File: config.mk
export PLATFORM = sky130hd
export DESIGN_NAME = fetch_top
export DESIGN_NICKNAME = d
export VERILOG_FILES = /design/src/hw/fetch_pkg.sv /design/src/hw/fetch_csr.sv /design/src/hw/bundle_fetcher.sv /design/src/hw/instruction_buffer.sv /design/src/hw/instr_aligner.sv /design/src/hw/fetch_top.sv
export SDC_FILE = /design/constraint.sdc
export NUM_CORES = 1
export LEC_CHECK = 0
export ABC_AREA = 1
export BUFFER_PORTS_ARGS = -buffer_cell sky130_fd_sc_hd__buf_2
export CORE_ASPECT_RATIO = 2
export CORE_MARGIN = 4
export CORE_UTILIZATION = 45
export DETAILED_ROUTE_END_ITERATION = 16
export PLACE_DENSITY = 0.67
export RECOVER_POWER = 25
export SLEW_MARGIN = 0
export SYNTH_ARGS = -nofsm -noshare
export SYNTH_HDL_FRONTEND = slang
export SYNTH_SLANG_ARGS = --single-unit
File: constraint.sdc
create_clock -name clk_i -period 10.55 [get_ports clk_i]
set_clock_uncertainty 0.2 [all_clocks]
set_input_delay 1.055 -clock clk_i [delete_from_list [all_inputs] [get_ports clk_i]]
set_output_delay 1.055 -clock clk_i [all_outputs]
set_load 0.05 [all_outputs]
File: src/hw/fetch_pkg.sv
`default_nettype none

package fetch_pkg;

    // Instruction and address width.
    localparam int unsigned XLEN = 32;

    // Register byte offsets.
    localparam logic [3:0] CSR_CTRL    = 4'h0;
    localparam logic [3:0] CSR_BOOT_PC = 4'h4;
    localparam logic [3:0] CSR_RETIRED = 4'h8;
    localparam logic [3:0] CSR_STATUS  = 4'hC;

    // Halfword view of one word, low half first in memory order.
    typedef struct packed {
        logic [15:0] hi;
        logic [15:0] lo;
    } halfword_pair_t;

    // One buffer word, read as a full instruction or as two halfwords.
    typedef union packed {
        logic [XLEN-1:0] word;
        halfword_pair_t  half;
    } instr_word_u;

    // Control from the register block.
    typedef struct packed {
        logic            enable;
        logic            flush;
        logic [XLEN-1:0] boot_pc;
    } fetch_ctrl_t;

    // Bundle request toward instruction memory.
    typedef struct packed {
        logic            valid;
        logic [XLEN-1:0] addr;
    } mem_req_t;

    // Output stream payload.
    typedef struct packed {
        logic [XLEN-1:0] pc;
        logic [XLEN-1:0] instr;
        logic            compressed;
    } fetch_out_t;

    // AXI4-Lite, master to slave.
    typedef struct packed {
        logic            awvalid;
        logic [XLEN-1:0] awaddr;
        logic            wvalid;
        logic [XLEN-1:0] wdata;
        logic [3:0]      wstrb;
        logic            bready;
        logic            arvalid;
        logic [XLEN-1:0] araddr;
        logic            rready;
    } axil_req_t;

    // AXI4-Lite, slave to master.
    typedef struct packed {
        logic            awready;
        logic            wready;
        logic            bvalid;
        logic [1:0]      bresp;
        logic            arready;
        logic            rvalid;
        logic [XLEN-1:0] rdata;
        logic [1:0]      rresp;
    } axil_rsp_t;

endpackage

`default_nettype wire

File: src/hw/fetch_csr.sv
`timescale 1ns/1ps
`default_nettype none

module fetch_csr (
    input  logic                   clk_i,
    input  logic                   rst_n_i,
    input  fetch_pkg::axil_req_t   axil_req_i,
    output fetch_pkg::axil_rsp_t   axil_rsp_o,
    output fetch_pkg::fetch_ctrl_t ctrl_o,
    input  logic                   retire_i,
    input  logic                   buffer_empty_i,
    input  logic                   req_pending_i
);

    logic                       awready_q;
    logic                       bvalid_q;
    logic                       arready_q;
    logic                       rvalid_q;
    logic [fetch_pkg::XLEN-1:0] rdata_q;
    logic                       enable_q;
    logic                       flush_q;
    logic [fetch_pkg::XLEN-1:0] boot_pc_q;
    logic [fetch_pkg::XLEN-1:0] retired_q;
    logic                       wr_accept;
    logic                       rd_accept;
    logic [3:0]                 wr_offset;
    logic [3:0]                 rd_offset;
    logic [fetch_pkg::XLEN-1:0] rd_value;

    // Only the low nibble selects a register.
    assign wr_offset = axil_req_i.awaddr[3:0];
    assign rd_offset = axil_req_i.araddr[3:0];

    // Write needs both valids and our ready pair.
    assign wr_accept = axil_req_i.awvalid && axil_req_i.wvalid && awready_q;
    assign rd_accept = axil_req_i.arvalid && arready_q;

    // Channel handshakes.
    always_ff @(posedge clk_i) begin
        if (!rst_n_i) begin
            awready_q <= 1'b0;
            bvalid_q  <= 1'b0;
            arready_q <= 1'b0;
            rvalid_q  <= 1'b0;
        end else begin
            // Ready pulses one cycle after both valids and never while a response waits.
            awready_q <= !awready_q && !bvalid_q && axil_req_i.awvalid && axil_req_i.wvalid;
            if (wr_accept) begin
                bvalid_q <= 1'b1;
            end else if (axil_req_i.bready) begin
                bvalid_q <= 1'b0;
            end
            arready_q <= !arready_q && !rvalid_q && axil_req_i.arvalid;
            if (rd_accept) begin
                rvalid_q <= 1'b1;
            end else if (axil_req_i.rready) begin
                rvalid_q <= 1'b0;
            end
        end
    end

    // Control and boot address.
    always_ff @(posedge clk_i) begin
        if (!rst_n_i) begin
            enable_q  <= 1'b0;
            flush_q   <= 1'b0;
            boot_pc_q <= '0;
        end else begin
            flush_q <= 1'b0;
            if (wr_accept && wr_offset == fetch_pkg::CSR_CTRL && axil_req_i.wstrb[0]) begin
                enable_q <= axil_req_i.wdata[0];
                // Restart pulse on a flush write or on enable rising.
                flush_q  <= axil_req_i.wdata[1] || (axil_req_i.wdata[0] && !enable_q);
            end
            if (wr_accept && wr_offset == fetch_pkg::CSR_BOOT_PC) begin
                for (int b = 0; b < 4; b++) begin
                    if (axil_req_i.wstrb[b]) begin
                        boot_pc_q[8*b +: 8] <= axil_req_i.wdata[8*b +: 8];
                    end
                end
            end
        end
    end

    // Retired count restarts with the stream.
    always_ff @(posedge clk_i) begin
        if (!rst_n_i || flush_q) begin
            retired_q <= '0;
        end else if (retire_i) begin
            retired_q <= retired_q + 1'b1;
        end
    end

    // Read decode.
    always_comb begin
        case (rd_offset)
            fetch_pkg::CSR_CTRL:    rd_value = {31'b0, enable_q};
            fetch_pkg::CSR_BOOT_PC: rd_value = boot_pc_q;
            fetch_pkg::CSR_RETIRED: rd_value = retired_q;
            fetch_pkg::CSR_STATUS:  rd_value = {30'b0, req_pending_i, buffer_empty_i};
            default:                rd_value = '0;
        endcase
    end

    // Read data held until rready.
    always_ff @(posedge clk_i) begin
        if (rd_accept) begin
            rdata_q <= rd_value;
        end
    end

    assign axil_rsp_o = '{
        awready: awready_q,
        wready:  awready_q,
        bvalid:  bvalid_q,
        bresp:   2'b00,
        arready: arready_q,
        rvalid:  rvalid_q,
        rdata:   rdata_q,
        rresp:   2'b00
    };

    assign ctrl_o = '{enable: enable_q, flush: flush_q, boot_pc: boot_pc_q};

    // Responses only follow handshakes seen on the ports.
    bvalid_needs_write: assert property (
        @(posedge clk_i) disable iff (!rst_n_i)
        $rose(axil_rsp_o.bvalid) |->
            $past(axil_req_i.awvalid && axil_req_i.wvalid &&
                  axil_rsp_o.awready && axil_rsp_o.wready));
    rvalid_needs_read: assert property (
        @(posedge clk_i) disable iff (!rst_n_i)
        $rose(axil_rsp_o.rvalid) |-> $past(axil_req_i.arvalid && axil_rsp_o.arready));

endmodule

`default_nettype wire

File: src/hw/bundle_fetcher.sv
`timescale 1ns/1ps
`default_nettype none

module bundle_fetcher #(
    parameter int IBUFFER_WORDS = 4
) (
    input  logic                                             clk_i,
    input  logic                                             rst_n_i,
    input  fetch_pkg::fetch_ctrl_t                           ctrl_i,
    input  logic                                             buffer_request_i,
    input  logic                                             buffer_empty_i,
    output fetch_pkg::mem_req_t                              mem_req_o,
    input  logic                                             mem_rsp_valid_i,
    input  logic [IBUFFER_WORDS-1:0][fetch_pkg::XLEN-1:0]    mem_rsp_bundle_i,
    output fetch_pkg::instr_word_u [IBUFFER_WORDS-1:0]       bundle_o,
    output logic                                             load_o,
    output logic                                             req_pending_o
);

    localparam logic [fetch_pkg::XLEN-1:0] BUNDLE_BYTES = 4 * IBUFFER_WORDS;

    fetch_pkg::mem_req_t                        req_q;
    logic [fetch_pkg::XLEN-1:0]                 next_addr_q;
    fetch_pkg::instr_word_u [IBUFFER_WORDS-1:0] staged_q;
    logic                                       staged_valid_q;
    logic                                       drop_q;
    logic                                       rsp_taken;
    logic                                       issue;
    logic [fetch_pkg::XLEN-1:0]                 fetch_base;
    logic [fetch_pkg::XLEN-1:0]                 fetch_addr;

    assign rsp_taken = req_q.valid && mem_rsp_valid_i;

    // A restart fetches straight from the boot PC.
    assign fetch_base = ctrl_i.flush ? ctrl_i.boot_pc : next_addr_q;
    assign fetch_addr = fetch_base & ~(BUNDLE_BYTES - 1'b1);

    // One request in flight, and none while a bundle waits in the stage.
    assign issue = ctrl_i.enable && !req_q.valid &&
                   (ctrl_i.flush || (buffer_request_i && !staged_valid_q));

    // Stage hands over only into an empty buffer.
    assign load_o = staged_valid_q && buffer_empty_i && !ctrl_i.flush;

    always_ff @(posedge clk_i) begin
        if (!rst_n_i) begin
            req_q          <= '0;
            next_addr_q    <= '0;
            staged_valid_q <= 1'b0;
            drop_q         <= 1'b0;
        end else begin
            if (rsp_taken) begin
                req_q.valid <= 1'b0;
            end
            if (ctrl_i.flush) begin
                staged_valid_q <= 1'b0;
                // Response still owed for the old stream.
                drop_q         <= req_q.valid && !mem_rsp_valid_i;
                next_addr_q    <= ctrl_i.boot_pc;
            end else if (rsp_taken) begin
                staged_valid_q <= !drop_q;
                drop_q         <= 1'b0;
            end else if (load_o) begin
                staged_valid_q <= 1'b0;
            end
            if (issue) begin
                req_q.valid <= 1'b1;
                req_q.addr  <= fetch_addr;
                next_addr_q <= fetch_addr + BUNDLE_BYTES;
            end
        end
    end

    // Bundle payload.
    always_ff @(posedge clk_i) begin
        if (rsp_taken) begin
            staged_q <= mem_rsp_bundle_i;
        end
    end

    assign mem_req_o     = req_q;
    assign bundle_o      = staged_q;
    assign req_pending_o = req_q.valid;

    // Held request keeps its address.
    req_addr_stable: assert property (
        @(posedge clk_i) disable iff (!rst_n_i)
        req_q.valid && !mem_rsp_valid_i |=> req_q.valid && $stable(req_q.addr));

endmodule

`default_nettype wire

File: src/hw/instruction_buffer.sv
`timescale 1ns/1ps
`default_nettype none

module instruction_buffer #(
    parameter int IBUFFER_WORDS = 4,
    parameter int REQUEST_LIMIT = 2
) (
    input  logic                                       clk_i,
    input  logic                                       rst_n_i,
    input  logic                                       stall_i,
    input  logic                                       flush_i,
    input  logic                                       load_i,
    input  logic                                       compressed_i,
    input  fetch_pkg::instr_word_u [IBUFFER_WORDS-1:0] instr_bundle_i,
    input  logic [$clog2(2 * IBUFFER_WORDS):0]         bundle_size_i,
    output fetch_pkg::instr_word_u                     fetched_instr_o,
    output logic                                       instr_request_o,
    output logic                                       buffer_empty_o
);

    // Size in halfwords.
    logic [$clog2(2 * IBUFFER_WORDS):0]         size_q;
    fetch_pkg::instr_word_u [IBUFFER_WORDS-1:0] buf_q;
    logic                                       consume;

    assign consume = !stall_i && !buffer_empty_o;

    always_ff @(posedge clk_i) begin
        if (!rst_n_i || flush_i) begin
            size_q <= '0;
        end else if (load_i) begin
            size_q <= bundle_size_i;
        end else if (consume) begin
            if (compressed_i) begin
                size_q <= size_q - 1'b1;
            end else begin
                size_q <= size_q - 2'd2;
            end
        end
    end

    // Word 0 is the head; contents move down by one or two halfwords.
    always_ff @(posedge clk_i) begin
        if (load_i) begin
            buf_q <= instr_bundle_i;
        end else if (consume) begin
            for (int i = 0; i < IBUFFER_WORDS - 1; i++) begin
                if (compressed_i) begin
                    buf_q[i].half.lo <= buf_q[i].half.hi;
                    buf_q[i].half.hi <= buf_q[i + 1].half.lo;
                end else begin
                    buf_q[i] <= buf_q[i + 1];
                end
            end
            // Top word fills with zeros.
            if (compressed_i) begin
                buf_q[IBUFFER_WORDS-1].half.lo <= buf_q[IBUFFER_WORDS-1].half.hi;
                buf_q[IBUFFER_WORDS-1].half.hi <= '0;
            end else begin
                buf_q[IBUFFER_WORDS-1] <= '0;
            end
        end
    end

    assign fetched_instr_o = buf_q[0];
    assign buffer_empty_o  = (size_q == '0);
    assign instr_request_o = (size_q <= REQUEST_LIMIT);

    // Fetcher refills only into an empty buffer.
    load_when_empty: assert property (
        @(posedge clk_i) disable iff (!rst_n_i) load_i |-> buffer_empty_o);
    // A full instruction never runs past the end of the bundle.
    no_underflow: assert property (
        @(posedge clk_i) disable iff (!rst_n_i)
        consume && !compressed_i && !load_i && !flush_i |-> size_q >= 2);

endmodule

`default_nettype wire

File: src/hw/instr_aligner.sv
`timescale 1ns/1ps
`default_nettype none

module instr_aligner (
    input  logic                   clk_i,
    input  logic                   rst_n_i,
    input  fetch_pkg::fetch_ctrl_t ctrl_i,
    input  fetch_pkg::instr_word_u head_i,
    input  logic                   buffer_empty_i,
    output logic                   stall_o,
    output logic                   compressed_o,
    output logic                   out_valid_o,
    input  logic                   out_ready_i,
    output fetch_pkg::fetch_out_t  out_o,
    output logic                   retire_o
);

    logic [fetch_pkg::XLEN-1:0] pc_q;
    logic                       compressed;
    logic                       handshake;

    // RVC when the opcode quadrant is not 2'b11.
    assign compressed = (head_i.half.lo[1:0] != 2'b11);

    assign out_valid_o = ctrl_i.enable && !buffer_empty_i;
    assign handshake   = out_valid_o && out_ready_i;

    // PC restarts with the stream.
    always_ff @(posedge clk_i) begin
        if (!rst_n_i) begin
            pc_q <= '0;
        end else if (ctrl_i.flush) begin
            pc_q <= ctrl_i.boot_pc;
        end else if (handshake) begin
            pc_q <= pc_q + (compressed ? 32'd2 : 32'd4);
        end
    end

    // Compressed instructions leave zero-extended.
    assign out_o = '{
        pc:         pc_q,
        instr:      compressed ? {16'b0, head_i.half.lo} : head_i.word,
        compressed: compressed
    };

    // Buffer holds until the consumer takes the head.
    assign stall_o      = !handshake;
    assign compressed_o = compressed;
    assign retire_o     = handshake;

    // Held data stays put across buffer and PC.
    out_stable: assert property (
        @(posedge clk_i) disable iff (!rst_n_i)
        out_valid_o && !out_ready_i && !ctrl_i.flush |=> $stable(out_o));

endmodule

`default_nettype wire

File: src/hw/fetch_top.sv
`timescale 1ns/1ps
`default_nettype none

module fetch_top #(
    parameter int IBUFFER_WORDS = 4,
    parameter int REQUEST_LIMIT = 2
) (
    input  logic                                          clk_i,
    input  logic                                          rst_n_i,
    input  fetch_pkg::axil_req_t                          axil_req_i,
    output fetch_pkg::axil_rsp_t                          axil_rsp_o,
    output fetch_pkg::mem_req_t                           mem_req_o,
    input  logic                                          mem_rsp_valid_i,
    input  logic [IBUFFER_WORDS-1:0][fetch_pkg::XLEN-1:0] mem_rsp_bundle_i,
    output logic                                          out_valid_o,
    input  logic                                          out_ready_i,
    output fetch_pkg::fetch_out_t                         out_o
);

    localparam int SIZE_W = $clog2(2 * IBUFFER_WORDS) + 1;

    // Every bundle is full, in halfwords.
    localparam logic [SIZE_W-1:0] BUNDLE_HALVES = SIZE_W'(2 * IBUFFER_WORDS);

    fetch_pkg::fetch_ctrl_t                     ctrl;
    fetch_pkg::instr_word_u [IBUFFER_WORDS-1:0] bundle;
    fetch_pkg::instr_word_u                     head;
    logic                                       buffer_request;
    logic                                       buffer_empty;
    logic                                       load;
    logic                                       req_pending;
    logic                                       stall;
    logic                                       compressed;
    logic                                       retire;

    fetch_csr csr0 (
        .clk_i          (clk_i),
        .rst_n_i        (rst_n_i),
        .axil_req_i     (axil_req_i),
        .axil_rsp_o     (axil_rsp_o),
        .ctrl_o         (ctrl),
        .retire_i       (retire),
        .buffer_empty_i (buffer_empty),
        .req_pending_i  (req_pending)
    );

    bundle_fetcher #(.IBUFFER_WORDS(IBUFFER_WORDS)) fetcher0 (
        .clk_i            (clk_i),
        .rst_n_i          (rst_n_i),
        .ctrl_i           (ctrl),
        .buffer_request_i (buffer_request),
        .buffer_empty_i   (buffer_empty),
        .mem_req_o        (mem_req_o),
        .mem_rsp_valid_i  (mem_rsp_valid_i),
        .mem_rsp_bundle_i (mem_rsp_bundle_i),
        .bundle_o         (bundle),
        .load_o           (load),
        .req_pending_o    (req_pending)
    );

    instruction_buffer #(
        .IBUFFER_WORDS (IBUFFER_WORDS),
        .REQUEST_LIMIT (REQUEST_LIMIT)
    ) buffer0 (
        .clk_i           (clk_i),
        .rst_n_i         (rst_n_i),
        .stall_i         (stall),
        .flush_i         (ctrl.flush),
        .load_i          (load),
        .compressed_i    (compressed),
        .instr_bundle_i  (bundle),
        .bundle_size_i   (BUNDLE_HALVES),
        .fetched_instr_o (head),
        .instr_request_o (buffer_request),
        .buffer_empty_o  (buffer_empty)
    );

    instr_aligner aligner0 (
        .clk_i          (clk_i),
        .rst_n_i        (rst_n_i),
        .ctrl_i         (ctrl),
        .head_i         (head),
        .buffer_empty_i (buffer_empty),
        .stall_o        (stall),
        .compressed_o   (compressed),
        .out_valid_o    (out_valid_o),
        .out_ready_i    (out_ready_i),
        .out_o          (out_o),
        .retire_o       (retire)
    );

endmodule

`default_nettype wire

==> results of run 1 <==
per-stage QoR:
stage | utilization [%] | worst slack (ps) | hold WS [ps] | power, mW | area, um2
finish | 52.7 | 3820 | 241 | 3.56 | 23400
global route | 52.7 | 3430 | 276 | 3.67 | 23400
CTS | 52.8 | 6280 | 243 | 3.59 | 23400
detailed placement | 49.6 | 6150 | 234 | 2.00 | 22000
global placement | 49.6 | 6210 | 226 | 2.00 | 22000
floorplan | - | 5000 | 214 | 1.96 | 20300
report_power, final:
part	internal (mW)	total (mW)	switching [mW]
Sequential	1.88	1.88	0.00158
Clock	0.925	1.60	0.670
Combinational	0.0299	0.0847	0.0548
Total	2.83	3.56	0.726
Yosys cell counts (all sizes together), types with 32 or more instances:
cell type / number / area (um2)
nand2: 594 / 2300
edfxtp: 288 / 8650
nor2: 278 / 1110
inv: 220 / 826
dfxtp: 165 / 3300
a21oi: 123 / 616
o21ai: 123 / 616
a31oi: 114 / 713
buf: 69 / 444
nand3: 68 / 345
clkbuf: 63 / 236
nor3: 41 / 221
xor2: 32 / 280
kinds of logic (layout without fill, tap and decap cells):
kind of cell,count (synthesis),in the layout,synth area share [%]
AO/OA/AOI/OAI,396,396,10.8
flip-flops,453,453,59.1
other,1,9,0.0185
adder cells (fa/ha/maj),8,8,0.495
XOR/XNOR,35,35,1.52
buffers and inverters,353,621,7.46
AND/OR/NAND/NOR,1010,1010,20.6
cell type report:
| cell class | count | area, um2 | share of cell area (%) |
|---|---|---|---|
| Clock buffer | 52 | 1150 | 4.93 |
| Sequential cell | 453 | 12000 | 51.1 |
| Clock inverter | 23 | 280 | 1.20 |
| Inverter | 221 | 832 | 3.56 |
| Timing Repair Buffer | 325 | 1630 | 6.98 |
| Tap cell | 555 | 694 | 2.97 |
| Antenna cell | 1 | 2.50 | 0.0107 |
| Multi-Input combinational cell | 1457 | 6820 | 29.2 |
routing by layer:
layer	track usage (%)	vias up
met2	40.7	645
met1	26.0	7454
met3	3.64	147
met4	12.5	4
li1	-	7974
met5	0	-
placed cells by master, fill, tap and decap left out, drive strengths merged, types with 9 or more instances in the layout:
cell,count
clkinv,14
a31oi,114
nand3,68
buf,306
nand4,19
nor2,278
nand2,594
inv,220
edfxtp,288
a21oi,123
a211oi,9
nor3,41
xor2,32
dfxtp,165
o22ai,20
clkbuf,71
o21ai,123
worst max-delay path: stages:
cell and delay, ps:
buf_2 70, clkbuf_1 2300, inv_2 -60, clkbuf_1 1190, nor2_1 1310, inv_1 670, a211oi_1 370
how the worst max path moves through the flow:
stage / startpoint / endpoint / slack (ps)
after floorplan: buffer0.size_q[1] / buffer0.buf_q[100] / 5000
after global placement: rst_n_i / fetcher0.staged_valid_q / 6210
after detailed placement: rst_n_i / fetcher0.staged_valid_q / 6150
after CTS: buffer0.fetched_instr_o[1] / out_o[21] / 6280
after global routing: rst_n_i / fetcher0.staged_valid_q / 3430
final: rst_n_i / fetcher0.staged_valid_q / 3820
state kept, by name, indices dropped and copies added, names as in the netlist:
register,count
aligner0.pc_q,32
buffer0.buf_q,96
buffer0.fetched_instr_o,32
buffer0.size_q,4
csr0.arready_q,1
csr0.awready_q,1
csr0.boot_pc_q,32
csr0.bvalid_q,1
csr0.enable_q,1
csr0.flush_q,1
csr0.rdata_q,32
csr0.retired_q,32
csr0.rvalid_q,1
fetcher0.bundle_o,128
fetcher0.drop_q,1
fetcher0.mem_req_o,28
fetcher0.next_addr_q,28
fetcher0.req_pending_o,1
fetcher0.staged_valid_q,1
==> results.toml, run 1 <==
[synth]
avgSynthCellArea_um2 = 8.97
synth-edff-count = 288
yosysUniqueCellTypes = 43
async_flop_share_pct = 0
syn-instance-count = 2256
ys_seq_area_share_pct = 59.1
synth_ff_type = "edfxtp_1"
yosysWarnings = 0
syn-cell-area_mm2 = 0.0202
synth_seq_cells = 453

[grt]
antenna_found_initial = 3
grt_pass1_wl_um = 86300
grt_usage_pct = 22.9
grt.overflow.total = 0
grt_max_degree = 109
grt_pass1_vias = 15400

[floorplanning]
fp.dieH_um = 308
core-area_mm2 = 0.0443
num_rows = 109
start_util_pct = 45.6
die_w_um = 158
fp.dieArea_mm2 = 0.0486
io_pins = 377

[min_path]
hp-start = "csr0.rvalid_q"
min_to = "csr0.arready_q"
hold_path_class = "reg2reg"
hold_depth = 1

[run_status]
status = "complete, but fails checks"
violations = "max-capacitance violations, max-slew violations"

[clocking]
htreeDepth = 2
clock_path_buffers = 3
cts_tree = "done"
cts.clk_slew.worst_paths_ps = 70
cts_hold_buf = 0
clock_latency_ps = 550
cts-buffers-inserted = 42
cts-root-buf = "clkbuf_16"
post-cts-setup-buffers = 0
cts.sinks = 453
cts_resized = 0

[detailed_routing]
dr_wl_met2_um = 29400
met3WireLength_um = 3920
firstDrtPassIters = 6
drc = 0
vias_per_cell = 5.26
wl_per_cell_um = 18.7
vias = 16200
wl_um = 57800
top_layer_used = "met5"
wirelength_met1_um = 20900
drtIter0Drc = 1123
ant_nets = 0

[final_layout]
final_nets = 2745
fill_cells = 4138
drive_gt1_share_pct = 16.7
final_cells = 3087
syn2layout_area_growth_pct = 15.5

[power]
vdd_ir_drop_max_uv = 145
power_density_mw_per_mm2 = 152
leakage_nw = 9.06

[place]
hpwlAfterDp_um = 41400
dp_cells = 3011
place_congestion = 0.973
portBuffers = 312

[worst_setup_path]
cp-start-kind = "primary input"
required_ps = 10760
setup.worst_path.end_class = "register"
criticalPathCategory = "in2reg"
rrSetupSlack_ps = 5760
cp_max_fo = 76
reg2regPathDepth = 3
cp.arrival_ps = 6940
worst_r2r_endpoint = "fetcher0.bundle_o[15]"
r2r-start = "fetcher0.req_pending_o"

[flow_run]
maxCapViolations = 3

[timing]
worst_pin_slew_ps = 3260
tns_ps = 0
slew_headroom_pct = -117
final_min_period_over_clock_period_pct = 63.8
slew_violations = 206
finalSetupViolations = 0
finalHoldViolCount = 0
clock.fmax_mhz = 149
final.min_clock_period_ps = 6730
rsz0062_at_grt = "no"
No activity file was read; power rests on OpenSTA's default activity.
==> run 2, diff against run 1 <==
==> constraint.sdc (replaced) <==
create_clock -name clk_i -period 6.95 [get_ports clk_i]
set_clock_uncertainty 0.2 [all_clocks]
set_input_delay 0.695 -clock clk_i [delete_from_list [all_inputs] [get_ports clk_i]]
set_output_delay 0.695 -clock clk_i [all_outputs]
set_load 0.05 [all_outputs]
==> run 2 against run 1 <==
  * The flow still finishes with violations (max-capacitance violations, max-slew violations)
  * Register-to-register slack lost 3300 ps
  * Sequential power grew 52%
  * Critical path depth down 4
  * Sequential share of layout area about the same
  * First-iteration DRC count increased by 5.9%
  * Die area is the same
==> results.toml, run 2 (synthesis results as in run 1) <==
[detailed_routing]
wl_per_cell_um = 18.9
vias = 16300
firstDrtPassIters = 8
drtIter0Drc = 1189
drc = 0
ant_nets = 0
vias_per_cell = 5.27
wl_um = 58400

[clocking]
htreeDepth = 2
cts_resized = 0
cts.clk_slew.worst_paths_ps = 70
cts_tree = "done"
cts.sinks = 453
cts-root-buf = "clkbuf_16"
cts_hold_buf = 0
post-cts-setup-buffers = 0
clock_latency_ps = 560
cts-buffers-inserted = 42
clock_path_buffers = 3

[worst_setup_path]
endpoint = "fetcher0.bundle_o[14]"
rrSetupSlack_ps = 2500
crit_start = "fetcher0.req_pending_o"
criticalPathCategory = "reg2reg"
required_ps = 6930
r2r-start = "fetcher0.req_pending_o"
reg2regPathDepth = 3
cp_max_fo = 70
setup.worst_path.end_class = "register"
worst_r2r_endpoint = "fetcher0.bundle_o[14]"
cp.arrival_ps = 4430
cp-start-kind = "register"

[grt]
antenna_found_initial = 1
grt_pass1_vias = 15900
grt_max_degree = 111
grt_usage_pct = 23.4
grt.overflow.total = 0
grt_pass1_wl_um = 88300

[power]
switching_share_pct = 20.9
power_density_mw_per_mm2 = 230
power_mw = 5.37
p_sw_mw = 1.12
p_int_mw = 4.25
vdd_ir_drop_max_uv = 230
leakage_nw = 9.06
combinationalPowerShare_pct = 2.4
pwr-share-seq_pct = 53.1
p_clk_share_pct = 44.5

[min_path]
hp-start = "mem_rsp_bundle_i[6]"
hold_path_class = "in2reg"

[final_layout]
layout_common_cells = "nand2_1 (568), buf_2 (292), edfxtp_1 (288)"
final_cells = 3090
final_area_mm2 = 0.0234
fill_cells = 4124
final_nets = 2747
final_common_cell = "nand2_1"
drive_gt1_share_pct = 16.8
fin_util_pct = 52.7
syn2layout_area_growth_pct = 15.5
largest_reg_flops = 128

[timing]
worst_pin_slew_ps = 2760
finalHoldViolCount = 0
finalSetupViolations = 0
rsz0062_at_grt = "no"
fin_ws_ps = 2500
timing.hold.ws_ps = 115
final.min_clock_period_ps = 4450
slew_violations = 63
slew_headroom_pct = -85.2
final_min_period_over_clock_period_pct = 64.1
tns_ps = 0
clock.fmax_mhz = 225

[floorplanning]
core-area_mm2 = 0.0443
num_rows = 109
fp.dieH_um = 308
die_w_um = 158
fp.dieArea_mm2 = 0.0486
io_pins = 377
start_util_pct = 45.6

[flow_run]
maxCapViolations = 1

[run_status]
violations = "max-capacitance violations, max-slew violations"
status = "complete, but fails checks"

[place]
dp_cells = 3013
place_congestion = 0.940
dpl_cell_area_mm2 = 0.0220
dp_slack_ps = 3380
portBuffers = 312
hpwlAfterDp_um = 41900
run 2: layout make-up:
type | instances | area (um2) | share of cell area [%]
Antenna cell | 1 | 2.50 | 0.0107
Sequential cell | 453 | 12000 | 51.1
Tap cell | 555 | 694 | 2.97
Multi-Input combinational cell | 1457 | 6820 | 29.2
Timing Repair Buffer | 327 | 1650 | 7.06
Clock inverter | 24 | 290 | 1.24
Clock buffer | 52 | 1130 | 4.83
Inverter | 221 | 832 | 3.56
run 2: power by group through the flow:
stage / Combinational, mW / Sequential, mW / Clock, mW
finish: 0.129 / 2.85 / 2.39
detailed placement: 0.129 / 2.91 / 0
floorplan: 0.0465 / 2.93 / 0
CTS: 0.130 / 2.85 / 2.45
global placement: 0.128 / 2.91 / 0
global route: 0.139 / 2.85 / 2.57
run 2: layer usage:
layer | wire length [um] | up-vias | global-route usage [%] | part of all wire (%)
met3 | 4080 | 153 | 3.79 | 7.0
met4 | 3930 | 2 | 13.4 | 6.7
met2 | 29300 | 640 | 41.4 | 50
met5 | 20 | - | 0 | 0.034
li1 | - | 7985 | - | -
met1 | 21100 | 7519 | 26.4 | 36
run 2: critical path: stages (launching register included):
cell	delay, ps
dfxtp_1	410
nand2_1	150
clkinvlp_2	2040
buf_4	1170
run 2: worst min path at each step:
stage / endpoint / slack (ps) / depth (start not counted)
6_report: fetcher0.bundle_o[6] / 110 / 1
5_1_grt: fetcher0.bundle_o[82] / 80 / 1
2_1_floorplan: fetcher0.staged_valid_q / 210 / 1
4_1_cts: fetcher0.bundle_o[82] / 80 / 1
3_3_place_gp: csr0.arready_q / 220 / 1
3_5_place_dp: csr0.arready_q / 230 / 1
==> run 3, diff against run 2 <==
==> constraint.sdc (replaced) <==
create_clock -name clk_i -period 4.3 [get_ports clk_i]
set_clock_uncertainty 0.2 [all_clocks]
set_input_delay 0.43 -clock clk_i [delete_from_list [all_inputs] [get_ports clk_i]]
set_output_delay 0.43 -clock clk_i [all_outputs]
set_load 0.05 [all_outputs]
==> run 3 against run 2 <==
  * The run still ends with max-capacitance violations, max-slew violations left
  * Hold slack lost 85 ps
  * Critical path type is now in2reg
  * First-iteration DRC count grew 5.5%
  * Total power up 62%
==> results.toml, run 3 (synthesis results as in run 1) <==
[power]
combinationalPowerShare_pct = 3.8
leakage_nw = 9.50
p_int_mw = 6.86
vdd_ir_drop_max_uv = 413
switching_share_pct = 21.1
p_clk_share_pct = 43.2
power_density_mw_per_mm2 = 349
p_sw_mw = 1.83
pwr-share-seq_pct = 53.0

[worst_setup_path]
criticalPathCategory = "in2reg"
crit_top_cell = "clkbuf_1"
rrSetupSlack_ps = 1100
reg2regPathDepth = 12
worst_r2r_endpoint = "aligner0.pc_q[30]"
cp.arrival_ps = 3820
required_ps = 4560
cp_max_fo = 75
setup.worst_path.end_class = "register"
path_cells = "clkbuf_1, clkbuf_1, o21ai_0, a21oi_1"
slowest_delay_ps = 2340
crit_slowest_cell = "clkbuf_1"
r2r-start = "buffer0.size_q[1]"
cp-start-kind = "primary input"

[final_layout]
final_area_mm2 = 0.0249
final_common_cell = "nand2_1"
layout_common_cells = "nand2_1 (568), edfxtp_1 (288), nor2_1 (263)"
final_nets = 2912
drive_gt1_share_pct = 13.2
fin_util_pct = 56.2
syn2layout_area_growth_pct = 23.0
largest_reg_flops = 128

[timing]
tns_ps = 0
clock.fmax_mhz = 281
worst_pin_slew_ps = 3280
slew_violations = 153
rsz0062_at_grt = "no"
final.min_clock_period_ps = 3550
slew_headroom_pct = -119
final_min_period_over_clock_period_pct = 82.6
finalSetupViolations = 0
finalHoldViolCount = 0

[clocking]
htreeDepth = 2
cts-buffers-inserted = 41
cts_resized = 0
clock_path_buffers = 3
cts.clk_slew.worst_paths_ps = 70
clock_latency_ps = 550
cts_tree = "done"
cts.sinks = 453
post-cts-setup-buffers = 0
cts-root-buf = "clkbuf_16"

[floorplanning]
start_util_pct = 45.6
num_rows = 109
die_w_um = 158
io_pins = 377
fp.dieArea_mm2 = 0.0486
core-area_mm2 = 0.0443
fp.dieH_um = 308

[grt]
grt.overflow.total = 0
grt_pass1_wl_um = 95000
grt_pass1_vias = 16800
grt_usage_pct = 25.2
antenna_found_initial = 2
grt_max_degree = 111

[place]
portBuffers = 312
dpl_cell_area_mm2 = 0.0221
hpwlAfterDp_um = 42900
place_congestion = 0.918

[min_path]
hold_depth = 3
hp-start = "axil_req_i[70]"
min_to = "csr0.boot_pc_q[31]"
hold_path_class = "in2reg"

[detailed_routing]
firstDrtPassIters = 5
wl_per_cell_um = 19.2
drtIter0Drc = 1254
drc = 0
wl_um = 62600
ant_nets = 0
vias_per_cell = 5.25
vias = 17100

[run_status]
status = "complete, but fails checks"
violations = "max-capacitance violations, max-slew violations"

[flow_run]
maxCapViolations = 2
[run 3: power groups by stage]
stage / clock network [mW] / registers [mW] / logic (mW)
2_1_floorplan: 0 / 4.73 / 0.0751
3_3_place_gp: 0 / 4.70 / 0.210
3_5_place_dp: 0 / 4.70 / 0.210
4_1_cts: 3.83 / 4.60 / 0.327
5_1_grt: 3.99 / 4.60 / 0.357
6_report: 3.75 / 4.60 / 0.334
[run 3: what timing repair did]
item | CTS | global route
hold buffers | 160 | 0
endpoints found under the hold margin | 160 | 0
setup endpoints to repair | 0 | 0
[run 3: critical path: cells and delay by family]
family                 cells  cell delay, ps
AOI/OAI and AO/OA          2             850
buffers and inverters      2            2520
[run 3: worst max-delay path by stage]
stage | from | to | slack [ps] | cells after the start
2_1_floorplan | buffer0.size_q[1] | buffer0.buf_q[100] | 20 | 9
3_5_place_dp | buffer0.size_q[1] | aligner0.pc_q[30] | 1210 | 12
3_3_place_gp | buffer0.size_q[1] | aligner0.pc_q[13] | 1270 | 12
4_1_cts | buffer0.size_q[1] | aligner0.pc_q[30] | 1170 | 12
6_report | rst_n_i | csr0.boot_pc_q[15] | 750 | 4
5_1_grt | rst_n_i | csr0.boot_pc_q[15] | 520 | 4
[run 3: area by class of cell]
cell class	instances	area, um2
antenna	2	5.00
inverter	221	835
tap	555	694
fill	3949	19400
clock buffer	50	1110
multi-input combinational	1457	6830
clock inverter	24	231
timing repair buffer	493	3230
sequential	453	12000
[run 3: layer usage]
| metal | vias to the layer above | part of all wire (%) | track usage (%) | wire, um |
|---|---|---|---|---|
| li1 | 8307 | - | - | - |
| met4 | 0 | 6.5 | 13.8 | 4050 |
| met3 | 153 | 6.7 | 4.27 | 4220 |
| met5 | - | 0 | 0 | 0 |
| met1 | 7950 | 36 | 28.2 | 22700 |
| met2 | 672 | 51 | 44.9 | 31600 |
[run 3: per-stage QoR]
step	setup WS, ps	hold WS [ps]	total power [mW]	instances
after floorplan	19.3	214	4.80	2263
final	747	29.8	8.69	3255
after global routing	517	35.0	8.95	3254
after CTS	1170	3.00	8.76	3253
after detailed placement	1210	240	4.91	3019
after global placement	1270	224	4.91	3019
